<file path="src/hw/jpegls_pack_pkg.sv">
package jpegls_pack_pkg;

	// longest code word the entropy coder can hand over in one go
	localparam int CODE_W = 32;

	// a length field has to hold 0 up to CODE_W inclusive
	localparam int LEN_W = 6;

	// bit accumulator, MSB aligned, wide enough for one full code word on top of
	// whatever is still pending from earlier words
	localparam int ACC_W = 64;

	// pending bit count runs from 0 up to ACC_W inclusive
	localparam int CNT_W = $clog2(ACC_W + 1);

	// input FIFO depth, which is also the number of credits upstream starts with
	localparam int IN_DEPTH = 4;

	// output byte FIFO depth and the packer's credit count toward it
	localparam int OUT_DEPTH   = 4;
	localparam int PACK_CRED_W = $clog2(OUT_DEPTH + 1);

	// credits the sender holds toward the consumer after reset
	localparam int OUT_CREDITS = 4;
	localparam int SEND_CRED_W = $clog2(OUT_CREDITS + 1);

	// a byte of all ones looks like a marker prefix in the JPEG-LS stream
	localparam logic [7:0] MARKER_BYTE = 8'hFF;

	// one code word from the coder, bits right aligned in the low len positions
	// flush ends the scan once these bits have been packed
	typedef struct packed {
		logic [CODE_W-1:0] bits;
		logic [LEN_W-1:0]  len;
		logic              flush;
	} code_word_t;

	// one packed byte on its way out, last marks the final byte of a scan
	typedef struct packed {
		logic [7:0] data;
		logic       last;
	} out_byte_t;

endpackage

</file>
<file path="src/hw/credit_fifo.sv">
`timescale 1ns/1ps

module credit_fifo #(
	parameter type payload_t = logic [7:0],
	parameter int  DEPTH     = 4
) (
	input  logic     clk,
	input  logic     rst_n,
	input  logic     push,
	input  payload_t push_data,
	output logic     head_valid,
	output payload_t head_data,
	input  logic     pop,
	output logic     credit
);

	// pointer and fill widths follow the depth of this instance
	localparam int PTR_W  = (DEPTH > 1) ? $clog2(DEPTH) : 1;
	localparam int FILL_W = $clog2(DEPTH + 1);

	payload_t          mem [DEPTH];
	logic [PTR_W-1:0]  wr_ptr;
	logic [PTR_W-1:0]  rd_ptr;
	logic [FILL_W-1:0] fill;
	logic              do_push;
	logic              do_pop;

	// the far side spends credits, so a push into a full buffer only happens
	// when the credit protocol is broken; such a push is dropped
	assign do_push = push && (fill != FILL_W'(DEPTH));

	// popping an empty buffer does nothing and returns no credit
	assign do_pop = pop && head_valid;

	// the head is simply the slot under the read pointer
	assign head_valid = (fill != '0);
	assign head_data  = mem[rd_ptr];

	// storage array, written at the tail
	always_ff @(posedge clk) begin
		if (do_push) begin
			mem[wr_ptr] <= push_data;
		end
	end

	always_ff @(posedge clk or negedge rst_n) begin
		if (!rst_n) begin
			wr_ptr <= '0;
			rd_ptr <= '0;
			fill   <= '0;
			credit <= 1'b0;
		end else begin
			// tail pointer wraps at the last slot, DEPTH need not be a power of two
			if (do_push) begin
				wr_ptr <= (wr_ptr == PTR_W'(DEPTH - 1)) ? '0 : wr_ptr + 1'b1;
			end
			if (do_pop) begin
				rd_ptr <= (rd_ptr == PTR_W'(DEPTH - 1)) ? '0 : rd_ptr + 1'b1;
			end
			// push and pop in the same cycle leave the fill level alone
			fill <= fill + FILL_W'(do_push) - FILL_W'(do_pop);
			// every released slot goes back to the producer as a one cycle pulse
			credit <= do_pop;
		end
	end

endmodule

</file>
<file path="src/hw/stuffing_packer.sv">
`timescale 1ns/1ps

module stuffing_packer
	import jpegls_pack_pkg::*;
(
	input  logic       clk,
	input  logic       rst_n,
	input  logic       code_valid,
	input  code_word_t code,
	output logic       code_pop,
	output logic       byte_push,
	output out_byte_t  byte_data,
	input  logic       byte_credit
);

	// pending bits sit at the top of acc, everything below them is zero
	logic [ACC_W-1:0]       acc;
	logic [ACC_W-1:0]       acc_next;
	logic [ACC_W-1:0]       acc_sh;
	logic [ACC_W-1:0]       app_word;
	logic [CNT_W-1:0]       cnt;
	logic [CNT_W-1:0]       cnt_next;
	logic [CNT_W-1:0]       cnt_cut;
	logic [CNT_W-1:0]       shamt;
	logic [CODE_W-1:0]      code_mask;
	logic [3:0]             take;
	logic [7:0]             cut_data;
	logic [PACK_CRED_W-1:0] cred;
	logic                   prev_ff;
	logic                   flushing;
	logic                   has_credit;
	logic                   normal_cut;
	logic                   flush_cut;
	logic                   final_cut;
	logic                   zero_emit;
	logic                   end_scan;

	always_comb begin
		// after a marker byte only seven data bits fit, the MSB is stuffed with zero
		take     = prev_ff ? 4'd7 : 4'd8;
		cut_data = prev_ff ? {1'b0, acc[ACC_W-1 -: 7]} : acc[ACC_W-1 -: 8];

		has_credit = (cred != '0);

		// outside a flush one full byte plus at least one bit must be pending
		// so the final byte of a scan is still around when the flush comes in
		// and can carry the last flag
		normal_cut = !flushing && (cnt > CNT_W'(take));

		// during a flush everything pending drains, the tail is zero padded
		flush_cut = flushing && (cnt != '0);
		final_cut = flush_cut && (cnt <= CNT_W'(take));

		// an empty accumulator with the marker flag still set during a flush
		// means the padded final byte came out as 0xFF
		zero_emit = flushing && (cnt == '0) && prev_ff;

		byte_push = has_credit && (normal_cut || flush_cut || zero_emit);

		byte_data.data = zero_emit ? 8'h00 : cut_data;
		// a padded 0xFF cannot end the scan, the extra zero byte does instead
		byte_data.last = zero_emit || (final_cut && (cut_data != MARKER_BYTE));

		// a flush on an empty scan finishes without sending anything
		end_scan = flushing &&
			((byte_push && byte_data.last) || ((cnt == '0) && !prev_ff));

		// room for a full code word is needed before the next one is taken
		// and nothing new comes in until the current scan is closed
		code_pop = code_valid && !flushing && (cnt <= CNT_W'(ACC_W - CODE_W));

		// drop the bits of the byte being cut, zeros shift in from the bottom
		acc_sh = byte_push ? (acc << take) : acc;
		if (!byte_push) begin
			cnt_cut = cnt;
		end else if (cnt > CNT_W'(take)) begin
			cnt_cut = cnt - CNT_W'(take);
		end else begin
			cnt_cut = '0;
		end

		// bits above len are not guaranteed to be zero, so mask them off
		// (a shift by the full width clears the word, giving an all ones mask)
		code_mask = ~({CODE_W{1'b1}} << code.len);

		// place the new word right under the bits that stay pending
		shamt    = CNT_W'(ACC_W) - cnt_cut - CNT_W'(code.len);
		app_word = {{(ACC_W - CODE_W){1'b0}}, code.bits & code_mask} << shamt;

		acc_next = code_pop ? (acc_sh | app_word) : acc_sh;
		cnt_next = code_pop ? (cnt_cut + CNT_W'(code.len)) : cnt_cut;
	end

	always_ff @(posedge clk or negedge rst_n) begin
		if (!rst_n) begin
			acc      <= '0;
			cnt      <= '0;
			prev_ff  <= 1'b0;
			flushing <= 1'b0;
			cred     <= PACK_CRED_W'(OUT_DEPTH);
		end else begin
			acc <= acc_next;
			cnt <= cnt_next;

			// one credit per pushed byte, one back per byte the sender pops
			cred <= cred - PACK_CRED_W'(byte_push) + PACK_CRED_W'(byte_credit);

			// the stuffing rule never carries over into the next scan
			if (end_scan) begin
				prev_ff <= 1'b0;
			end else if (byte_push) begin
				prev_ff <= (byte_data.data == MARKER_BYTE);
			end

			// pop and scan end never meet since pops are held off during a flush
			if (end_scan) begin
				flushing <= 1'b0;
			end else if (code_pop && code.flush) begin
				flushing <= 1'b1;
			end
		end
	end

endmodule

</file>
<file path="src/hw/byte_sender.sv">
`timescale 1ns/1ps

module byte_sender
	import jpegls_pack_pkg::*;
(
	input  logic       clk,
	input  logic       rst_n,
	input  logic       fifo_valid,
	input  out_byte_t  fifo_data,
	output logic       fifo_pop,
	output logic       out_valid,
	output logic [7:0] out_data,
	output logic       out_last,
	input  logic       out_credit
);

	// free slots known to be available at the consumer
	logic [SEND_CRED_W-1:0] credits;

	// a byte leaves only if one is waiting and the consumer has room for it
	assign fifo_pop = fifo_valid && (credits != '0);

	always_ff @(posedge clk or negedge rst_n) begin
		if (!rst_n) begin
			credits   <= SEND_CRED_W'(OUT_CREDITS);
			out_valid <= 1'b0;
		end else begin
			// a pop spends a credit, each out_credit pulse hands one back
			credits <= credits - SEND_CRED_W'(fifo_pop) + SEND_CRED_W'(out_credit);
			// valid stays up for exactly the one cycle after the pop
			out_valid <= fifo_pop;
		end
	end

	// byte and last flag are only meaningful while out_valid is high
	always_ff @(posedge clk) begin
		if (fifo_pop) begin
			out_data <= fifo_data.data;
			out_last <= fifo_data.last;
		end
	end

endmodule

</file>
<file path="src/hw/jpegls_bit_packer.sv">
`timescale 1ns/1ps

module jpegls_bit_packer
	import jpegls_pack_pkg::*;
(
	input  logic       clk,
	input  logic       rst_n,
	input  logic       in_valid,
	input  code_word_t in_code,
	output logic       in_credit,
	output logic       out_valid,
	output logic [7:0] out_data,
	output logic       out_last,
	input  logic       out_credit
);

	// code word path between the input FIFO and the packer
	logic       code_valid;
	code_word_t code;
	logic       code_pop;

	// byte path from the packer through the output FIFO to the sender
	logic      byte_push;
	out_byte_t byte_data;
	logic      byte_credit;
	logic      fifo_valid;
	out_byte_t fifo_data;
	logic      fifo_pop;

	// upstream spends its IN_DEPTH credits into this buffer
	credit_fifo #(
		.payload_t (code_word_t),
		.DEPTH     (IN_DEPTH)
	) u_in_fifo (
		.clk        (clk),
		.rst_n      (rst_n),
		.push       (in_valid),
		.push_data  (in_code),
		.head_valid (code_valid),
		.head_data  (code),
		.pop        (code_pop),
		.credit     (in_credit)
	);

	stuffing_packer u_packer (
		.clk         (clk),
		.rst_n       (rst_n),
		.code_valid  (code_valid),
		.code        (code),
		.code_pop    (code_pop),
		.byte_push   (byte_push),
		.byte_data   (byte_data),
		.byte_credit (byte_credit)
	);

	// its credit pulses flow back to the packer, not to the outside
	credit_fifo #(
		.payload_t (out_byte_t),
		.DEPTH     (OUT_DEPTH)
	) u_out_fifo (
		.clk        (clk),
		.rst_n      (rst_n),
		.push       (byte_push),
		.push_data  (byte_data),
		.head_valid (fifo_valid),
		.head_data  (fifo_data),
		.pop        (fifo_pop),
		.credit     (byte_credit)
	);

	byte_sender u_sender (
		.clk        (clk),
		.rst_n      (rst_n),
		.fifo_valid (fifo_valid),
		.fifo_data  (fifo_data),
		.fifo_pop   (fifo_pop),
		.out_valid  (out_valid),
		.out_data   (out_data),
		.out_last   (out_last),
		.out_credit (out_credit)
	);

endmodule

</file>
<file path="config.mk">
export PLATFORM = sky130hd
export DESIGN_NAME = jpegls_bit_packer
export DESIGN_NICKNAME = d
export VERILOG_FILES = /design/src/hw/jpegls_pack_pkg.sv /design/src/hw/credit_fifo.sv /design/src/hw/stuffing_packer.sv /design/src/hw/byte_sender.sv /design/src/hw/jpegls_bit_packer.sv
export SDC_FILE = /design/constraint.sdc
export NUM_CORES = 1
export LEC_CHECK = 0
export BUFFER_PORTS_ARGS = -buffer_cell sky130_fd_sc_hd__buf_2
export CAP_MARGIN = 40
export CORE_MARGIN = 3
export CORE_UTILIZATION = 68
export CTS_CLUSTER_DIAMETER = 60
export DETAILED_ROUTE_END_ITERATION = 10
export HOLD_SLACK_MARGIN = 0.05
export PLACE_DENSITY = 0.86
export SYNTH_ARGS = -nofsm -noshare
export SYNTH_HDL_FRONTEND = slang
export SYNTH_SLANG_ARGS = --single-unit
</file>
<file path="constraint.sdc">
create_clock -name clk -period 9.66 [get_ports clk]
set_input_delay 0.483 -clock clk [delete_from_list [all_inputs] [get_ports clk]]
set_output_delay 0.483 -clock clk [all_outputs]
set_load 0.1 [all_outputs]
</file>
# Word level (Yosys, flattened, before mapping)
# Memory sizes are Yosys's and may differ from the RTL's. A register that Yosys moved wholly into a read port is not among the register bits.
# Cells that the tools add are included.
[word_totals] register_bits=96 ram_bits=192 input_bits=43 word_cells=102 mem_count=2
[mem_list] name="u_in_fifo.mem" words=4 word_bits=39 read_ports=1 rd_clocked_by_memory_dff=0 wr=1 line_no="credit_fifo.sv:21" source="payload_t mem [DEPTH];"
[mem_list] name="u_out_fifo.mem" words=4 word_bits=9 read_ports=1 rd_clocked_by_memory_dff=1 wr=1 line_no="credit_fifo.sv:21"
[classes] n_addsub=16 magnitude_cmp=3 eq_ne=8 shifts=3 n_mux=20 bitwise=3 reduce_logical=32
[op_table] cell="2-to-1 mux 64 bit" n=2
[op_table] cell="bitwise OR 64 bit" n=1
[op_table] cell="<< shifter 32 x 7 -> 64 bit" n=1
[op_table] cell="<< shifter 64 x 4 -> 64 bit" n=1
[op_table] cell="AND 32 bit" n=1
[op_table] cell="inverter 32 bit" n=1
[op_table] cell="<< shifter 32 x 6 -> 32 bit (first input constant)" n=1
[op_table] cell="2-to-1 mux 7 bit" n=3
[op_table] cell="logical AND 1 bit" n=18
[op_table] cell="2-to-1 mux 8 bit" n=2
[op_table] cell="adder 3 x 1 -> 3 bit" n=4
[op_table] cell="nonzero test 3 bit" n=4
[op_table] cell="subtractor 3 x 1 -> 3 bit" n=4
[op_table] cell="adder 2 x 1 -> 2 bit (second input constant)" n=4
[op_table] cell="equality test 2 bit (second input constant)" n=4
[op_table] cell="equality test 8 bit (second input constant)" n=1
[op_table] cell="2-to-1 mux 1 bit" n=8
[op_table] cell="2-to-1 mux 2 bit" n=4
[op_table] cell="inequality test 8 bit (second input constant)" n=1
[op_table] cell="adder 7 x 6 -> 7 bit" n=1
[op_table] cell="> comparator 7 x 4 -> 1 bit" n=1
[op_table] cell="less-or-equal comparator 7 x 4 -> 1 bit" n=1
[op_table] cell="less-or-equal comparator 7 x 6 -> 1 bit (second input constant)" n=1
[op_table] cell="logical NOT 7 bit" n=1
[op_table] cell="9 further kinds" n=15

# Depth between registers and ports, before layout
# Gate-level depths: netlist of run 1.
[depth] word_depth=12 mapped_depth=25

# By module
# From an unflattened synthesis of run 1, not the netlist that was laid out.
[unflattened] hier_cells=1318 area_unflattened_um2=16118.0
[modules_own_cells] mod="stuffing_packer" instances=1 cells_each=957 area_each_um2=7756.2
[modules_own_cells] mod="credit_fifo (u_in_fifo)" instances=1 cells_each=248 area_each_um2=6108.4
[modules_own_cells] mod="credit_fifo (u_out_fifo)" instances=1 cells_each=91 area_each_um2=1788.0
[modules_own_cells] mod="byte_sender" instances=1 cells_each=22 area_each_um2=465.4

# Worst setup path before layout of run 1
# OpenSTA, ideal clock, no wires.
[synth_timing] path_type="register to register" from="reg u_packer.prev_ff" to="reg u_packer.acc[27]" setup_ps=142 arrival_ps=5971 path_slack_ps=3546 path_stages_with_launch=22 n_path_buf=2 cell_sequence="dfrtp_1 > clkbuf_1 > clkinv_1 > ha_1 > nor2b_1 > o211ai_1 > nand3_1 > a211o_1 > o21ai_0 > clkbuf_1 > inv_1 > o21ai_0 > ha_1 > inv_1 > ha_1 > inv_1 > fa_1 > xor2_1 > mux4_2 > mux4_2 > mux2i_1 > o221ai_1"
[synth_via] elab_chain_cells=12
[synth_lines] element="start, declared" line_no="stuffing_packer.sv:29" source="logic prev_ff;"
[synth_lines] element="start signal, assigned" line_no="stuffing_packer.sv:112" source="prev_ff <= (byte_data.data == MARKER_BYTE);"
[synth_lines] element="2-to-1 mux 4 bit" line_no="stuffing_packer.sv:40" source="take = prev_ff ? 4'd7 : 4'd8;"
[synth_lines] element="> comparator 7 x 4 -> 1 bit" line_no="stuffing_packer.sv:48, stuffing_packer.sv:76"
[synth_lines] element="logical AND 1 bit" line_no="stuffing_packer.sv:48" source="normal_cut = !flushing && (cnt > CNT_W'(take));"
[synth_lines] element="logical OR 1 bit (2 in a row)" line_no="stuffing_packer.sv:58" source="byte_push = has_credit && (normal_cut || flush_cut || zero_emit);"
[synth_lines] element="logical AND 1 bit" line_no="stuffing_packer.sv:58"
[synth_lines] element="2-to-1 mux 7 bit" line_no="stuffing_packer.sv:74" source="if (!byte_push) begin"
[synth_lines] element="subtractor 7 bit" line_no="stuffing_packer.sv:87" source="shamt = CNT_W'(ACC_W) - cnt_cut - CNT_W'(code.len);"
[synth_lines] element="subtractor 7 x 6 -> 7 bit" line_no="stuffing_packer.sv:87"
[synth_lines] element="<< shifter 32 x 7 -> 64 bit" line_no="stuffing_packer.sv:88" source="app_word = {{(ACC_W - CODE_W){1'b0}}, code.bits & code_mask} << shamt;"
[synth_lines] element="bitwise OR 64 bit" line_no="stuffing_packer.sv:90" source="acc_next = code_pop ? (acc_sh | app_word) : acc_sh;"
[synth_lines] element="2-to-1 mux 64 bit (*)" line_no="stuffing_packer.sv:90"
[synth_lines] element="via u_packer.acc_next[27]" line_no="stuffing_packer.sv:18" source="logic [ACC_W-1:0] acc_next;"
[synth_lines] element="end signal, assigned" line_no="stuffing_packer.sv:102" source="acc <= acc_next;"
[synth_lines] element="end, declared" line_no="stuffing_packer.sv:17" source="logic [ACC_W-1:0] acc;"
# The timed path passes the listed nets; every way through them passes the cells marked *.
# A chain may end at the register's enable or synchronous reset.

# Final worst setup path of run 1
[layout_timing] from="reg u_packer.prev_ff" to="reg u_packer.acc[48]"
# The elaborated chain is that of the path after synthesis.

==> flow_summary.toml, run 1 <==
[hold_path]
hp-class = "in2reg"

[timing]
relSlewSlack_pct = 34.9
worst_slack_ns = 2.63
rsz0062_at_grt = "no"
hold_viol = 0
tns_ns = 0
finalCritPeriodShare_pct = 72.7
slew_violations = 0
fin_worst_skew_ns = 0.0244
worst_pin_slew_ns = 0.976
fmax_mhz = 142
setup_viol = 0
post-route-min-period_ns = 7.03

[logic_synthesis]
synth_edf_count = 201
syn_avg_cell_area_um2 = 12.0
yosys_register_bits = 296
yosysWarnings = 0
ys_seq_area_share_pct = 50.5
synth.net_count = 1473
synth.distinct_cells = 87
synth_cells = 1383
synth_area_um2 = 16700
ys_dominant_reg_cell = "edfxtp_1"
async_flop_share_pct = 32.1

[critical_path]
cp-startpoint = "u_packer.prev_ff"
path_class = "reg2reg"
arrival_ns = 7.42
r2r_end = "u_packer.acc[48]"
crit_required_ns = 10.05
ff2ff_setup_slack_ns = 2.63
worstPathMaxFanout = 35
rr_worst_depth = 23
crit_end = "u_packer.acc[48]"
start_kind = "register"
critPathCaptureType = "register"
rr_startpoint = "u_packer.prev_ff"

[placed_design]
portBuffers = 53
dpl.hpwl_mm = 32.8
dp_slack_ns = 3.03
gp_congestion = 1.05

[finish]
utilization_pct = 77.0
fill_cells = 1419
areaGrowthSynthToFinish_pct = 9.84
nets = 1489
drive_gt1_share_pct = 18.2

[grt]
track_usage_pct = 36.9
antenna_found_initial = 1
grt_pass1_vias = 12500
grt_max_degree = 96
grt-ovfl-total = 0
grt_pass1_wl_mm = 74.8

[routing]
post-route-drc-count = 0
drt_pass1_iterations = 7
ant_nets = 0
vias_per_cell = 7.42
wl_per_cell_um = 27.7
drt_iter0_drc = 2239
via_count = 12900
totalWireLength_mm = 48.3

[floorplanning]
num_rows = 56
start_util_pct = 70.1
dieArea_um2 = 26400
die_x_um = 163
fp.dieH_um = 163
pin_count = 54
core_um2 = 23800

[clock_network]
htreeDepth = 1
cts_tree = "built"
clockBufferDepth = 3
cts_buffers = 31
clockRootBuffer = "clkbuf_16"
clock_latency_ns = 0.56
cts_sinks = 296
post_cts.repair.setup_buffers = 0
cts_resized = 0
path_clk_slew_ns = 0.06

[run_status]
status = "completed"

[job]
maxCapViolations = 0
## cell type report
cell class	count	area (um^2)	share of cell area, %
repair buffers	81	571	3.12
multi-input cells	939	7660	41.8
flip-flops and latches	296	8420	46.0
diodes	1	2.50	0.0137
clock buffers	36	805	4.40
inverters	50	188	1.03
clock inverters	21	256	1.40
well taps	319	399	2.18
## cells in the final DEF (no fill, tap or decap), types with 39 or more instances in the layout
master,synthesis,layout
a21oi_1,72,72
buf_2,10,52
dfrtp_1,93,91
edfxtp_1,201,201
ha_1,39,39
inv_1,48,48
mux2i_1,79,79
mux4_2,62,62
nand2_1,92,92
nor2_1,102,102
o21ai_0,63,62
## sequential cells by signal (all words and copies together) (netlist names)
| name | flops |
|---|---|
| u_out_fifo.fill | 3 |
| u_sender.out_data | 8 |
| u_sender.out_last | 1 |
| u_in_fifo.credit | 1 |
| u_in_fifo.mem | 156 |
| u_packer.prev_ff | 1 |
| u_out_fifo.wr_ptr | 2 |
| u_out_fifo.credit | 1 |
| u_in_fifo.fill | 3 |
| u_in_fifo.rd_ptr | 2 |
| u_in_fifo.wr_ptr | 2 |
| u_sender.credits | 3 |
| u_out_fifo.rd_ptr | 2 |
| u_packer.flushing | 1 |
| u_packer.acc | 64 |
| u_packer.cnt | 7 |
| u_out_fifo.mem | 36 |
| u_packer.cred | 3 |
## through the flow
stage / area (um^2) / hold slack, ns / cells
2_1_floorplan: 16700 / 0.187 / 1383
5_1_grt: 18300 / 0.145 / 1743
3_3_place_gp: 17100 / 0.385 / 1677
3_5_place_dp: 17200 / 0.388 / 1684
4_1_cts: 18300 / 0.130 / 1742
6_report: 18300 / 0.149 / 1743
## how the worst min path moves through the flow
stage / from / endpoint / cells after the start
floorplan: rst_n / u_in_fifo.credit / 0
global placement: rst_n / u_packer.cred[1] / 1
detailed placement: rst_n / u_packer.flushing / 1
CTS: in_code[27] / u_in_fifo.mem[1][27] / 1
global route: in_code[13] / u_in_fifo.mem[1][13] / 1
finish: in_code[12] / u_in_fifo.mem[3][12] / 1
## metal layers
layer | vias up | part of all wire (%) | track usage (%)
met1 | 6220 | 36 | 50.2
met3 | 217 | 11 | 6.82
met2 | 1072 | 47 | 59.1
met4 | 0 | 5.6 | 16.0
met5 | - | 0 | 0
li1 | 5426 | - | -
## kinds of logic (layout without fill, tap and decap cells)
| logic type | Yosys count | count (layout) | synth area share (%) |
|---|---|---|---|
| other | 0 | 1 | 0 |
| AND/OR/NAND/NOR | 320 | 320 | 8.86 |
| AO/OA/AOI/OAI | 378 | 378 | 16.6 |
| multiplexers | 168 | 168 | 15.0 |
| XOR/XNOR | 26 | 26 | 1.37 |
| flip-flops | 296 | 296 | 50.5 |
| adder cells (fa/ha/maj) | 47 | 47 | 3.89 |
| buffers and inverters | 148 | 188 | 3.81 |
## critical path, stage by stage, from the launching register on
cell and delay, ns:
dfrtp_2 0.36, clkinv_1 0.33, ha_1 0.44, nor2b_1 0.14
o211ai_1 0.20, nand3_1 0.16, a211o_1 0.36, o21ai_4 0.13
buf_4 0.36, inv_1 0.16, o21ai_0 0.39, ha_1 0.25
inv_1 0.06, ha_1 0.28, buf_4 0.39, inv_1 0.29
buf_4 0.34, nor2_1 0.50, nand2_1 0.12, o221a_2 0.30
o22ai_1 0.34, nand3_1 0.17, o2111a_1 0.21, o41ai_1 0.53
## cell usage after synthesis, types with 6 or more instances
library cell,n,area (um^2)
o211a_1,11,110
mux2_2,27,304
and2_1,19,119
o22ai_1,6,37.5
dfrtp_1,93,2330
nor3_1,21,105
o211ai_1,28,210
nand4_1,8,50.1
o31ai_1,14,105
nor2_1,102,383
a221o_1,9,90.1
mux2i_1,79,791
clkbuf_1,71,267
a21oi_1,72,360
buf_1,8,30.0
xnor2_1,15,131
and3_1,6,37.5
xor2_1,11,96.3
ha_1,39,488
buf_2,10,50.1
or4_1,6,45.0
a221oi_1,6,52.6
a31oi_1,8,50.1
fa_1,8,160
a211oi_1,10,75.1
o21a_1,10,75.1
o21ai_0,63,315
mux4_2,62,1400
inv_1,48,180
nand2_1,92,345
a22o_1,16,140
o221ai_1,31,272
a22oi_1,8,60.1
or2_2,7,43.8
a21o_1,13,97.6
nand3_1,30,150
buf_6,6,67.6
edfxtp_1,201,6040
or3_1,7,43.8
## what timing repair did
action,CTS,global route
hold endpoints to repair,19,0
hold buffers,1,0
endpoints found under the setup margin,0,0
Power of run 1 is left out: the tool's default activity adds up to more than one toggle a clock period on the data nets, which glitch-free logic cannot reach.
==> inputs of run 2 (changes only) <==
Settings changed: CORE_UTILIZATION 68 to 57, PLACE_DENSITY 0.86 to 0.77.
Clock period 9.66 ns to 5.9 ns, I/O delays scaled along.
==> run 2 against run 1 <==
Count of clock-buffer cells in the layout down 2. Design area up 3.6%. Global-route usage down 6.6 points. Routed wire length down 2.6%. First-iteration DRC count down 29%. Sequential share of layout area down 1.6 points. Highest routed layer unchanged. Final cell count up 6.9%. Register-to-register slack worse by 2.3 ns.
==> flow_summary.toml, run 2 (synthesis results as in run 1) <==
[clock_network]
cts_sinks = 296
clockRootBuffer = "clkbuf_16"
clockBufferDepth = 3
htreeDepth = 1
cts_tree = "built"
path_clk_slew_ns = 0.06
cts_buffers = 31
clock_latency_ns = 0.57

[critical_path]
critPathCaptureType = "register"
crit_family = "compound AO/OA/AOI/OAI gates"
start_kind = "register"
cp-startpoint = "u_packer.prev_ff"
worstPathMaxFanout = 11
ff2ff_setup_slack_ns = 0.31
rr_startpoint = "u_packer.prev_ff"
rr_worst_depth = 19
cp_cell_sequence = "clkinv_1 > buf_4 > ha_1 > o211ai_1 > nand3_1 > a21boi_0 > nor3_2 > a41oi_1 > ha_1 > ha_1 > a21oi_1 > o31ai_1 > buf_4 > a31o_2 > xor2_1 > or3_1 > a21o_1 > or4_1 > a32oi_1"
path_class = "reg2reg"
cp_num_cells = 19
worst_path_largest_cell_delay_ns = 0.63
crit_required_ns = 6.37
worst_path_max_delay_cell = "or4_1"
arrival_ns = 6.06
r2r_end = "u_packer.acc[62]"
crit_top_cell = "ha_1"
cp_num_buf_inv = 3

[finish]
areaGrowthSynthToFinish_pct = 13.8
largest-register = "u_in_fifo.mem"
nets = 1552
largest_register_ffs = 156
final_common_cell = "edfxtp_1"
antenna_cells = 0
drive_gt1_share_pct = 19.2
most-common-layout-cells = "edfxtp_1 (201), nor2_1 (102), nand2_1 (92)"
largestRegisters = "u_in_fifo.mem (156), u_packer.acc (64), u_out_fifo.mem (36)"

[timing]
worst_pin_slew_ns = 0.872
finalCritPeriodShare_pct = 94.8
setup_viol = 0
fin_worst_skew_ns = 0.0222
slew_violations = 0
tns_ns = 0
relSlewSlack_pct = 41.4
post-route-min-period_ns = 5.59
rsz0062_at_grt = "no"
hold_viol = 0
fmax_mhz = 179

[floorplanning]
dieArea_um2 = 31300
core_um2 = 28300
pin_count = 54
start_util_pct = 58.8
die_x_um = 177
num_rows = 61
fp.dieH_um = 177

[grt]
grt_pass1_wl_mm = 73.4
antenna_found_initial = 0
grt_pass1_vias = 12400
grt-ovfl-total = 0
grt_max_degree = 83
track_usage_pct = 30.3

[routing]
drt_iter0_drc = 1592
vias_per_cell = 6.72
post-route-drc-count = 0
via_count = 12500
totalWireLength_mm = 47.0
wl_per_cell_um = 25.2
drt_pass1_iterations = 6
ant_nets = 0

[placed_design]
dpl.hpwl_mm = 32.8
portBuffers = 53
gp_congestion = 1.00

[run_status]
status = "completed"

[job]
maxCapViolations = 0

[hold_path]
hp-class = "in2async"
==> run 2: cell count changes in the layout (fill, tap and decap cells not counted), moves of 2 or more <==
cell	delta
buf_4	+20
clkinv_4	-2
clkinvlp_4	-2
dlygate4sd3_1	+40
inv_6	+5
==> run 2: cell type report <==
| type | instances | area [um^2] |
|---|---|---|
| inverter | 50 | 188 |
| multi-input combinational | 939 | 7670 |
| fill | 2115 | 9360 |
| clock inverter | 22 | 262 |
| sequential | 296 | 8420 |
| clock buffer | 34 | 787 |
| tap | 378 | 473 |
| timing repair buffer | 144 | 1160 |
==> run 2: worst register-to-register path, stage by stage (launching register included) <==
cell and delay [ns]:
dfrtp_2 0.40, clkinv_1 0.09, buf_4 0.18, ha_1 0.37
o211ai_1 0.13, nand3_1 0.15, a21boi_0 0.39, nor3_2 0.14
a41oi_1 0.42, ha_1 0.37, ha_1 0.42, a21oi_1 0.18
o31ai_1 0.09, buf_4 0.16, a31o_2 0.23, xor2_1 0.15
or3_1 0.39, a21o_1 0.40, or4_1 0.63, a32oi_1 0.20
==> run 2: per-layer routing <==
layer	GRT usage, %	vias up	share of wire, %
met5	0	-	0
met4	11.0	0	4.2
met3	5.45	123	8.1
met2	49.1	657	47
met1	41.5	6183	41
li1	-	5552	-
==> run 2: what timing repair did <==
item                                    in CTS  in global routing
endpoints found under the setup margin       0                 48
buffers inserted                             0                  0
resized for setup                            0                  5
hold buffers                                41                  0
hold endpoints to repair                   199                  0
==> run 2: stage by stage <==
stage               std cells  setup slack [ns]  util [%]  instance area [um^2]  hold slack [ns]
floorplan                1383            0.0203         -                 16700        -0.000591
global placement         1758             0.348      61.2                 17300            0.174
detailed placement       1766             0.227      61.7                 17500            0.185
CTS                      1863             0.213      66.9                 18900            0.130
global route             1863            0.0102      66.9                 19000            0.149
finish                   1863             0.310      66.9                 19000            0.136
==> run 2: how the worst max path moves through the flow <==
stage | endpoint
CTS | u_packer.acc[29]
global placement | u_packer.acc[63]
floorplan | u_packer.acc[34]
global route | u_packer.acc[30]
detailed placement | u_packer.acc[29]
finish | u_packer.acc[62]
Power of run 2 is left out for the same reason.
